<file path="config.mk">
export PLATFORM = sky130hd
export DESIGN_NAME = layer_norm_top
export DESIGN_NICKNAME = d
export VERILOG_FILES = /design/src/source/ln_pkg.sv /design/src/source/layer_norm_top.sv /design/src/source/ln_out_collect.sv /design/src/source/ln_lane.sv /design/src/source/ln_cfg_regs.sv /design/src/source/ln_mean_unit.sv /design/src/source/ln_adder_tree.sv
export VERILOG_INCLUDE_DIRS = /design/src /design/src/source
export SDC_FILE = /design/constraint.sdc
export NUM_CORES = 2
export LEC_CHECK = 0
export ABC_CLOCK_PERIOD_IN_PS = 5860
export BUFFER_PORTS_ARGS = -buffer_cell sky130_fd_sc_hd__buf_2
export CAP_MARGIN = 25
export CORE_MARGIN = 1.5
export CORE_UTILIZATION = 55
export CTS_CLUSTER_DIAMETER = 60
export CTS_CLUSTER_SIZE = 12
export DETAILED_ROUTE_END_ITERATION = 16
export PLACE_DENSITY = 0.78
export SETUP_SLACK_MARGIN = 0.15
export SKIP_LAST_GASP = 1
export SLEW_MARGIN = 20
export SYNTH_ARGS = -nofsm -noshare
export SYNTH_HDL_FRONTEND = slang
export SYNTH_SLANG_ARGS = --single-unit
</file>
<file path="constraint.sdc">
create_clock -name clk -period 5.86 [get_ports clk]
set_input_delay 1.172 -clock clk [delete_from_list [all_inputs] [get_ports clk]]
set_output_delay 1.172 -clock clk [all_outputs]
set_load 0.005 [all_outputs]
</file>
<file path="src/source/ln_defs.svh">
`ifndef LN_DEFS_SVH
`define LN_DEFS_SVH

// vector geometry
`define LN_LANES       8
`define LN_DATA_W      8
`define LN_BEATS       4
`define LN_MEAN_SHIFT  5

// internal widths and latency
`define LN_SUM_W       16
`define LN_TREE_LAT    2
`define LN_SHIFT_W     4

// config write addresses
`define LN_ADDR_COEF   0
`define LN_ADDR_CTRL   1

`endif
</file>
<file path="src/source/ln_pkg.sv">
`include "ln_defs.svh"

package ln_pkg;

    // one input or output beat, all lanes side by side
    typedef struct packed {
        logic                                      vld;
        logic signed [`LN_LANES-1:0][`LN_DATA_W-1:0] data;
    } ln_beat_t;

    typedef struct packed {
        logic signed [`LN_DATA_W-1:0] gamma;
        logic signed [`LN_DATA_W-1:0] beta;
    } ln_coef_t;

    typedef ln_coef_t [`LN_LANES-1:0] ln_coef_vec_t;

    // shift sits in the low bits of the config word
    typedef struct packed {
        logic [$bits(ln_coef_vec_t)-`LN_SHIFT_W-1:0] pad;
        logic [`LN_SHIFT_W-1:0]                      shift;
    } ln_ctrl_t;

    // same write word, meaning picked by cfg_addr
    typedef union packed {
        ln_coef_vec_t coef;
        ln_ctrl_t     ctrl;
    } ln_cfg_word_u;

    typedef struct packed {
        logic                         vld;
        logic signed [`LN_DATA_W-1:0] data;
    } ln_lane_in_t;

    typedef struct packed {
        logic                         vld;
        logic signed [`LN_DATA_W-1:0] data;
    } ln_lane_out_t;

endpackage

</file>
<file path="src/source/layer_norm_top.sv">
`timescale 1ns/1ps
`include "ln_defs.svh"

module layer_norm_top (
    input  logic                 clk,
    input  logic                 rstn,
    input  logic                 cfg_wr,
    input  logic                 cfg_addr,
    input  ln_pkg::ln_cfg_word_u cfg_data,
    input  ln_pkg::ln_beat_t     in_beat,
    output ln_pkg::ln_beat_t     out_beat,
    output logic                 out_last
);

    import ln_pkg::*;

    logic signed [`LN_DATA_W-1:0] mean;
    ln_lane_in_t                  lane_in [`LN_LANES];
    ln_lane_out_t                 lane_out [`LN_LANES];
    ln_coef_vec_t                 coef;
    logic [`LN_SHIFT_W-1:0]       shift;

    ln_mean_unit i_mean (
        .clk     (clk),
        .rstn    (rstn),
        .in_beat (in_beat),
        .mean    (mean),
        .lane_in (lane_in)
    );

    ln_cfg_regs i_cfg (
        .clk      (clk),
        .rstn     (rstn),
        .cfg_wr   (cfg_wr),
        .cfg_addr (cfg_addr),
        .cfg_data (cfg_data),
        .coef     (coef),
        .shift    (shift)
    );

    // one pipeline per lane, shared mean and shift
    generate
        for (genvar g = 0; g < `LN_LANES; g++) begin : g_lane
            ln_lane i_lane (
                .clk      (clk),
                .rstn     (rstn),
                .lane_in  (lane_in[g]),
                .mean     (mean),
                .coef     (coef[g]),
                .shift    (shift),
                .lane_out (lane_out[g])
            );
        end
    endgenerate

    ln_out_collect i_collect (
        .clk      (clk),
        .rstn     (rstn),
        .lane_out (lane_out),
        .out_beat (out_beat),
        .out_last (out_last)
    );

endmodule

</file>
<file path="src/source/ln_out_collect.sv">
`timescale 1ns/1ps
`include "ln_defs.svh"

module ln_out_collect (
    input  logic                 clk,
    input  logic                 rstn,
    input  ln_pkg::ln_lane_out_t lane_out [`LN_LANES],
    output ln_pkg::ln_beat_t     out_beat,
    output logic                 out_last
);

    localparam int               CNT_W    = $clog2(`LN_BEATS);
    localparam logic [CNT_W-1:0] CNT_LAST = CNT_W'(`LN_BEATS - 1);

    logic [CNT_W-1:0]                     beat_cnt;
    logic                                 beat_vld;
    logic [`LN_LANES-1:0][`LN_DATA_W-1:0] beat_data;

    // lanes run in lockstep, lane 0 speaks for all
    always_ff @(posedge clk or negedge rstn) begin
        if (!rstn) begin
            beat_vld <= 1'b0;
            out_last <= 1'b0;
            beat_cnt <= '0;
        end else begin
            beat_vld <= lane_out[0].vld;
            out_last <= lane_out[0].vld && (beat_cnt == CNT_LAST);
            if (lane_out[0].vld) begin
                beat_cnt <= (beat_cnt == CNT_LAST) ? '0 : beat_cnt + 1'b1;
            end
        end
    end

    always_ff @(posedge clk) begin
        if (lane_out[0].vld) begin
            for (int i = 0; i < `LN_LANES; i++) begin
                beat_data[i] <= lane_out[i].data;
            end
        end
    end

    always_comb begin
        out_beat.vld  = beat_vld;
        out_beat.data = beat_data;
    end

endmodule

</file>
<file path="src/source/ln_lane.sv">
`timescale 1ns/1ps
`include "ln_defs.svh"

module ln_lane (
    input  logic                         clk,
    input  logic                         rstn,
    input  ln_pkg::ln_lane_in_t          lane_in,
    input  logic signed [`LN_DATA_W-1:0] mean,
    input  ln_pkg::ln_coef_t             coef,
    input  logic [`LN_SHIFT_W-1:0]       shift,
    output ln_pkg::ln_lane_out_t         lane_out
);

    localparam int PROD_W = 2 * `LN_DATA_W + 1;
    localparam int BIAS_W = PROD_W + 1;
    localparam logic signed [BIAS_W-1:0] SAT_MAX = BIAS_W'((1 << (`LN_DATA_W - 1)) - 1);
    localparam logic signed [BIAS_W-1:0] SAT_MIN = BIAS_W'(-(1 << (`LN_DATA_W - 1)));

    logic signed [`LN_DATA_W:0]   centered;
    logic signed [PROD_W-1:0]     prod;
    logic signed [PROD_W-1:0]     prod_q;
    logic                         prod_vld;
    logic signed [PROD_W-1:0]     scaled;
    logic signed [BIAS_W-1:0]     biased;
    logic signed [`LN_DATA_W-1:0] sat;
    logic signed [`LN_DATA_W-1:0] res_q;
    logic                         res_vld;

    // stage 1: center and scale
    assign centered = $signed(lane_in.data) - mean;
    assign prod     = centered * $signed(coef.gamma);

    // stage 2: shift, bias, clamp
    assign scaled = prod_q >>> shift;
    assign biased = scaled + $signed(coef.beta);

    always_comb begin
        if (biased > SAT_MAX) begin
            sat = SAT_MAX[`LN_DATA_W-1:0];
        end else if (biased < SAT_MIN) begin
            sat = SAT_MIN[`LN_DATA_W-1:0];
        end else begin
            sat = biased[`LN_DATA_W-1:0];
        end
    end

    always_ff @(posedge clk or negedge rstn) begin
        if (!rstn) begin
            prod_vld <= 1'b0;
            res_vld  <= 1'b0;
        end else begin
            prod_vld <= lane_in.vld;
            res_vld  <= prod_vld;
        end
    end

    always_ff @(posedge clk) begin
        if (lane_in.vld) begin
            prod_q <= prod;
        end
        if (prod_vld) begin
            res_q <= sat;
        end
    end

    always_comb begin
        lane_out.vld  = res_vld;
        lane_out.data = res_q;
    end

endmodule

</file>
<file path="src/source/ln_cfg_regs.sv">
`timescale 1ns/1ps
`include "ln_defs.svh"

module ln_cfg_regs (
    input  logic                   clk,
    input  logic                   rstn,
    input  logic                   cfg_wr,
    input  logic                   cfg_addr,
    input  ln_pkg::ln_cfg_word_u   cfg_data,
    output ln_pkg::ln_coef_vec_t   coef,
    output logic [`LN_SHIFT_W-1:0] shift
);

    import ln_pkg::*;

    // identity scale, no offset
    localparam ln_coef_t COEF_RST = '{gamma: `LN_DATA_W'(1), beta: `LN_DATA_W'(0)};

    logic coef_sel;
    logic ctrl_sel;

    assign coef_sel = cfg_wr && (cfg_addr == 1'(`LN_ADDR_COEF));
    assign ctrl_sel = cfg_wr && (cfg_addr == 1'(`LN_ADDR_CTRL));

    always_ff @(posedge clk or negedge rstn) begin
        if (!rstn) begin
            for (int i = 0; i < `LN_LANES; i++) begin
                coef[i] <= COEF_RST;
            end
            shift <= '0;
        end else begin
            if (coef_sel) begin
                coef <= cfg_data.coef;
            end
            // pad bits of the control view are ignored
            if (ctrl_sel) begin
                shift <= cfg_data.ctrl.shift;
            end
        end
    end

endmodule

</file>
<file path="src/source/ln_mean_unit.sv">
`timescale 1ns/1ps
`include "ln_defs.svh"

module ln_mean_unit (
    input  logic                         clk,
    input  logic                         rstn,
    input  ln_pkg::ln_beat_t             in_beat,
    output logic signed [`LN_DATA_W-1:0] mean,
    output ln_pkg::ln_lane_in_t          lane_in [`LN_LANES]
);

    localparam int              PTR_W      = $clog2(`LN_BEATS);
    localparam logic [PTR_W-1:0] PTR_LAST   = PTR_W'(`LN_BEATS - 1);
    localparam logic [PTR_W:0]   BEAT_TOTAL = (PTR_W+1)'(`LN_BEATS);

    logic signed [`LN_SUM_W-1:0]           tree_sum;
    logic                                  tree_vld;
    logic signed [`LN_SUM_W-1:0]           acc;
    logic signed [`LN_SUM_W-1:0]           acc_avg;
    logic [PTR_W:0]                        sum_cnt;
    logic                                  mean_load;
    logic [PTR_W-1:0]                      wr_ptr;
    logic [PTR_W-1:0]                      rd_ptr;
    logic                                  replay_on;
    logic                                  replay_vld;
    logic [`LN_LANES-1:0][`LN_DATA_W-1:0]  beat_buf [`LN_BEATS];
    logic [`LN_LANES-1:0][`LN_DATA_W-1:0]  replay_data;

    ln_adder_tree i_tree (
        .clk     (clk),
        .rstn    (rstn),
        .in_data (in_beat.data),
        .in_vld  (in_beat.vld),
        .sum     (tree_sum),
        .sum_vld (tree_vld)
    );

    // all beat sums in, mean goes out next edge
    assign mean_load = (sum_cnt == BEAT_TOTAL);
    assign acc_avg   = acc >>> `LN_MEAN_SHIFT;

    always_ff @(posedge clk or negedge rstn) begin
        if (!rstn) begin
            acc     <= '0;
            sum_cnt <= '0;
        end else if (mean_load) begin
            acc     <= '0;
            sum_cnt <= '0;
        end else if (tree_vld) begin
            acc     <= acc + tree_sum;
            sum_cnt <= sum_cnt + 1'b1;
        end
    end

    always_ff @(posedge clk) begin
        if (mean_load) begin
            mean <= acc_avg[`LN_DATA_W-1:0];
        end
    end

    // beat buffer, filled in arrival order
    always_ff @(posedge clk or negedge rstn) begin
        if (!rstn) begin
            wr_ptr <= '0;
        end else if (in_beat.vld) begin
            wr_ptr <= (wr_ptr == PTR_LAST) ? '0 : wr_ptr + 1'b1;
        end
    end

    always_ff @(posedge clk) begin
        if (in_beat.vld) begin
            beat_buf[wr_ptr] <= in_beat.data;
        end
    end

    // replay one beat per cycle once the mean is known
    always_ff @(posedge clk or negedge rstn) begin
        if (!rstn) begin
            replay_on  <= 1'b0;
            rd_ptr     <= '0;
            replay_vld <= 1'b0;
        end else begin
            replay_vld <= replay_on;
            if (mean_load) begin
                replay_on <= 1'b1;
                rd_ptr    <= '0;
            end else if (replay_on) begin
                rd_ptr <= (rd_ptr == PTR_LAST) ? '0 : rd_ptr + 1'b1;
                if (rd_ptr == PTR_LAST) begin
                    replay_on <= 1'b0;
                end
            end
        end
    end

    always_ff @(posedge clk) begin
        replay_data <= beat_buf[rd_ptr];
    end

    always_comb begin
        for (int i = 0; i < `LN_LANES; i++) begin
            lane_in[i].vld  = replay_vld;
            lane_in[i].data = $signed(replay_data[i]);
        end
    end

endmodule

</file>
<file path="src/source/ln_adder_tree.sv">
`timescale 1ns/1ps
`include "ln_defs.svh"

module ln_adder_tree (
    input  logic                                      clk,
    input  logic                                      rstn,
    input  logic signed [`LN_LANES-1:0][`LN_DATA_W-1:0] in_data,
    input  logic                                      in_vld,
    output logic signed [`LN_SUM_W-1:0]               sum,
    output logic                                      sum_vld
);

    localparam int L1_N = `LN_LANES / 2;
    localparam int L2_N = `LN_LANES / 4;

    logic [`LN_TREE_LAT-1:0]      vld_pipe;
    logic signed [`LN_DATA_W-1:0] lvl0_q [`LN_LANES];
    logic signed [`LN_DATA_W:0]   lvl1 [L1_N];
    logic signed [`LN_DATA_W+1:0] lvl2 [L2_N];
    logic signed [`LN_DATA_W+1:0] lvl2_q [L2_N];

    always_ff @(posedge clk or negedge rstn) begin
        if (!rstn) begin
            vld_pipe <= '0;
        end else begin
            vld_pipe <= {vld_pipe[`LN_TREE_LAT-2:0], in_vld};
        end
    end

    // input level register
    always_ff @(posedge clk) begin
        if (in_vld) begin
            for (int i = 0; i < `LN_LANES; i++) begin
                lvl0_q[i] <= $signed(in_data[i]);
            end
        end
    end

    // first two adder levels, no register in between
    always_comb begin
        for (int i = 0; i < L1_N; i++) begin
            lvl1[i] = lvl0_q[2*i] + lvl0_q[2*i+1];
        end
        for (int i = 0; i < L2_N; i++) begin
            lvl2[i] = lvl1[2*i] + lvl1[2*i+1];
        end
    end

    // third level register
    always_ff @(posedge clk) begin
        if (vld_pipe[0]) begin
            for (int i = 0; i < L2_N; i++) begin
                lvl2_q[i] <= lvl2[i];
            end
        end
    end

    // final add, sign extended to the accumulator width
    assign sum     = lvl2_q[0] + lvl2_q[1];
    assign sum_vld = vld_pipe[`LN_TREE_LAT-1];

endmodule

</file>
==> results <==
- The library cells used most frequently in the layout, excluding fill and tap cells, are sky130_fd_sc_hd__inv_1, sky130_fd_sc_hd__edfxtp_1, sky130_fd_sc_hd__fa_1, sky130_fd_sc_hd__ha_1, sky130_fd_sc_hd__buf_4.
- Clock tree synthesis selected as its root buffer the cell sky130_fd_sc_hd__clkbuf_16.
- In the finished design, the share of the clock period the worst path needs comes to 107%.
- Final hold analysis gives a worst-case slack of 0.410 ns.
- The clock tree skew after final layout is around 0.056 ns.
- The highest-delay cell along the critical path is sky130_fd_sc_hd__fa_1.
- Port buffering added 262 buffers.
- The startpoint of the lowest-slack register-to-register path is i_mean.mean[1].
- The worst register-to-register path has a depth of 28.
- The clock tree buffer depth is 3.
- The placer's final routability congestion estimate is 0.922.
- The run finished, with violations left.
- The type of the worst setup path is reg2reg.
- The endpoint of the most critical register-to-register path is g_lane[5].i_lane.prod_q[15].
- The quantity of hold-fixing buffers added after cts is 0.
- Counting every instance in the synthesized netlist gives 5,730.
- The core region is approximately 120,000 um^2.
- After synthesis, the cell types taking the most area are sky130_fd_sc_hd__edfxtp_1, sky130_fd_sc_hd__fa_1, sky130_fd_sc_hd__ha_1.
- Once routing completed, OpenROAD measured the worst setup slack at -0.399 ns.
- The floorplan die height is 348 um.
- The startpoint type of the worst setup path is a register.
- The overall die width is 348 um.
- The HPWL reported at the end of detailed placement is 117 mm.
- Of all flip-flops after synthesis, the portion carrying an async set or reset was 19.3%.
- At the later pin of the worst-skew pair, clock insertion delay measures 0.73 ns.
- The TritonCTS clock tree is done.
- The final route contains 45,490 vias.
- The family with the most delay on the worst path is adder cells.
- The DRC violation total after the first TritonRoute iteration is ~3,700.
- The terminating pin of the worst hold path is i_collect.out_beat[36].
- For the worst setup path, the data arrival time is about 6.7 ns.
- Leaving out fill and tap cells, the most frequent cell in the layout is sky130_fd_sc_hd__inv_1.
- The worst hold path begins at g_lane[4].i_lane.res_q[4].
- The layout net count is 7,623.
- The layout-stage area growth over the synthesis result is 17.5%.
- The normalized max-slew margin is 37.2%.
- The required time of the critical path is 6.30 ns.
- The smallest clock period supported by the final layout is computed as 6.26 ns.
- The first TritonRoute pass finished after 7 iterations.
- The actual slew at the worst max-slew pin is 0.940 ns.
- In the final routed layout, each cell accounts on average for ~20 um.
- The number of rows in the core area is around 130.
- Counting flops and latches in the post-synthesis netlist gives 838.
- The most used flip-flop cell after synthesis is sky130_fd_sc_hd__edfxtp_1.
- The maximum fanout count along the critical path is 5.
- The tool flagged a number of max-cap violations equal to 0.
- The total clock sinks is 838.
- The total overflow reported by the global router is 0.
- The number of buffers created by CTS is 100.
- Counting both buffers and inverters, the worst setup path holds a total of 9.
- Dividing the detail-routed via count by the number of cells gives ~5.7.
- The endpoint kind of the worst setup timing path is a register.
- The hold violation count in the final report is 0.
- Setup violations remaining at the end of the flow were counted as 39.
- Counting flops with a built-in enable in the synthesized netlist gives 612.
- The number of primary I/O pins is 263.
- Of all cell types, the one taking the most synthesized area is sky130_fd_sc_hd__edfxtp_1.
- The initial antenna violation count is 11.
- The portion of synthesized cell area occupied by the leading cell type is about 28%.
- The number of different library cells used by synthesis comes to 83.
- The DRC violations left is 0.
- The final count of pins violating max slew came to 0.
- Summing the sequential cell areas from Yosys gives between 30% and 40% of the chip area.
- The number of routed nets with antenna violations is 0.
- The count of warnings emitted by yosys is 0.
- The initial core utilization is 55.4%.
- The final non-filler cell area is ~77,000 um^2.
- The final reports fail on negative setup slack.
- The mapped cell area is 65,300 um^2.
- The via count of the first global-routing pass is 46,424.
- Of the cells placed in the final design, the portion with a size suffix greater than 1 is 23.7%.
- In this run the number of H-tree levels came out at 3.
- The global router's overall resource usage is 25.9%.
- The global-route wire length before repair is 249 mm.
- The pre-CTS worst setup slack is -0.415 ns.
- The mean post-synth cell area is 11.4 um^2.
- The most frequent cell on the critical path is sky130_fd_sc_hd__fa_1.
- Entering global routing, the biggest net connects 124 pins.
- The highest attainable clock frequency is 160 MHz.
- After detailed routing, the total wire length is roughly 160 mm.
- In this design, the stage delay of the slowest critical-path cell is 0.53 ns.
- The post-synthesis net count is roughly 7,000.
- After filler insertion, the fill cell instance count of the layout stands at 8,701.
- The worst-case register-to-register setup slack is -0.40 ns.
- The die covers around 120,000 um^2.
- Summing all placed instances gives a cell area of 71,200 um^2.
- The post-CTS clock slew at the launch and capture registers of the worst setup and hold paths is approximately 0.060 ns.
- Setup repair after global routing could not meet its margin everywhere.
- The number of stages on the worst hold path is 0.
- The path class of the tightest hold or removal check is reg2reg.
==> metrics by stage <==
step / utilization, % / cells / TNS (ns)
finish: 65.1 / 8015 / -7.61
global route: 65.1 / 8014 / -20.64
CTS: 64.1 / 7971 / -4.65
detailed placement: 60.4 / 7732 / -6.58
global placement: 60.4 / 7732 / -2.67
floorplan: - / 5730 / -0.853
==> synth_stat cells, types with 64 or more instances <==
library cell               count
sky130_fd_sc_hd__clkbuf_1    112
sky130_fd_sc_hd__a21o_1       80
sky130_fd_sc_hd__nand2_1     377
sky130_fd_sc_hd__nor2_1      287
sky130_fd_sc_hd__fa_1        551
sky130_fd_sc_hd__edfxtp_1    612
sky130_fd_sc_hd__dfrtp_1     154
sky130_fd_sc_hd__mux4_2      145
sky130_fd_sc_hd__xor2_1       87
sky130_fd_sc_hd__xnor2_1     211
sky130_fd_sc_hd__inv_1       815
sky130_fd_sc_hd__ha_1        485
sky130_fd_sc_hd__a21oi_1     268
sky130_fd_sc_hd__dfxtp_1      64
sky130_fd_sc_hd__mux2_2      177
sky130_fd_sc_hd__nor2b_1     129
sky130_fd_sc_hd__a211oi_1     79
sky130_fd_sc_hd__o21ai_0     171
sky130_fd_sc_hd__mux2i_1      85
sky130_fd_sc_hd__and2_1      289
==> logic make-up (layout without fill, tap and decap cells) <==
group / after synthesis / after routing / share of synthesized area, %
fa+ha+maj: 1036 / 1036 / 26.2
buf+inv: 965 / 1712 / 5.55
simple gates: 1333 / 1333 / 10.1
mux: 407 / 407 / 9.35
xor+xnor: 298 / 298 / 3.99
other cells: 0 / 2 / 0
flops: 838 / 838 / 36.3
compound gates: 853 / 853 / 8.50
==> sequential cells by signal (all words and copies together) (netlist names), 4 cells and up <==
signal,cells
g_lane.i_lane.prod_q,136
i_mean.beat_buf,256
i_mean.acc,13
i_cfg.shift,4
g_lane.i_lane.res_q,64
i_mean.lane_in,64
i_mean.i_tree.lvl0_q,64
i_mean.mean,8
i_collect.out_beat,64
i_mean.i_tree.lvl2_q,20
i_cfg.coef,128
==> per-layer routing <==
metal  routed length [um]  track usage (%)  part of all wire [%]  up-vias
met5                   78                0                 0.050        -
met4                 5380             7.99                   3.4       12
li1                     -                -                     -    21032
met1                67900             35.6                    43    22619
met2                73800             42.1                    47     1503
met3                10100             4.58                   6.4      324
==> how the worst max path moves through the flow <==
stage / from / to / depth (start not counted)
5_1_grt: i_mean.mean[1] / g_lane[5].i_lane.prod_q[16] / 29
4_1_cts: i_mean.mean[1] / g_lane[1].i_lane.prod_q[16] / 28
6_report: i_mean.mean[1] / g_lane[5].i_lane.prod_q[15] / 28
2_1_floorplan: i_mean.mean[1] / g_lane[6].i_lane.prod_q[16] / 24
3_5_place_dp: i_mean.mean[1] / g_lane[1].i_lane.prod_q[16] / 26
3_3_place_gp: i_mean.mean[1] / g_lane[1].i_lane.prod_q[16] / 26
==> area by class of cell <==
type	count	area (um^2)	area share [%]
diodes	2	5.00	0.00652
clock buffers	145	2740	3.57
clock inverters	44	597	0.777
inverters	826	3110	4.05
multi-input cells	3927	39800	51.8
flip-flops and latches	838	23700	30.9
well taps	1536	1920	2.50
repair buffers	697	4870	6.34
==> timing repair <==
item,in CTS,in global routing
pin swaps,101,140
gates resized for setup,130,195
setup endpoints to repair,52,95
buffers inserted,50,42
Power is not shown: default switching activity piles up to over one toggle a cycle in this logic, so the estimate is an artifact.
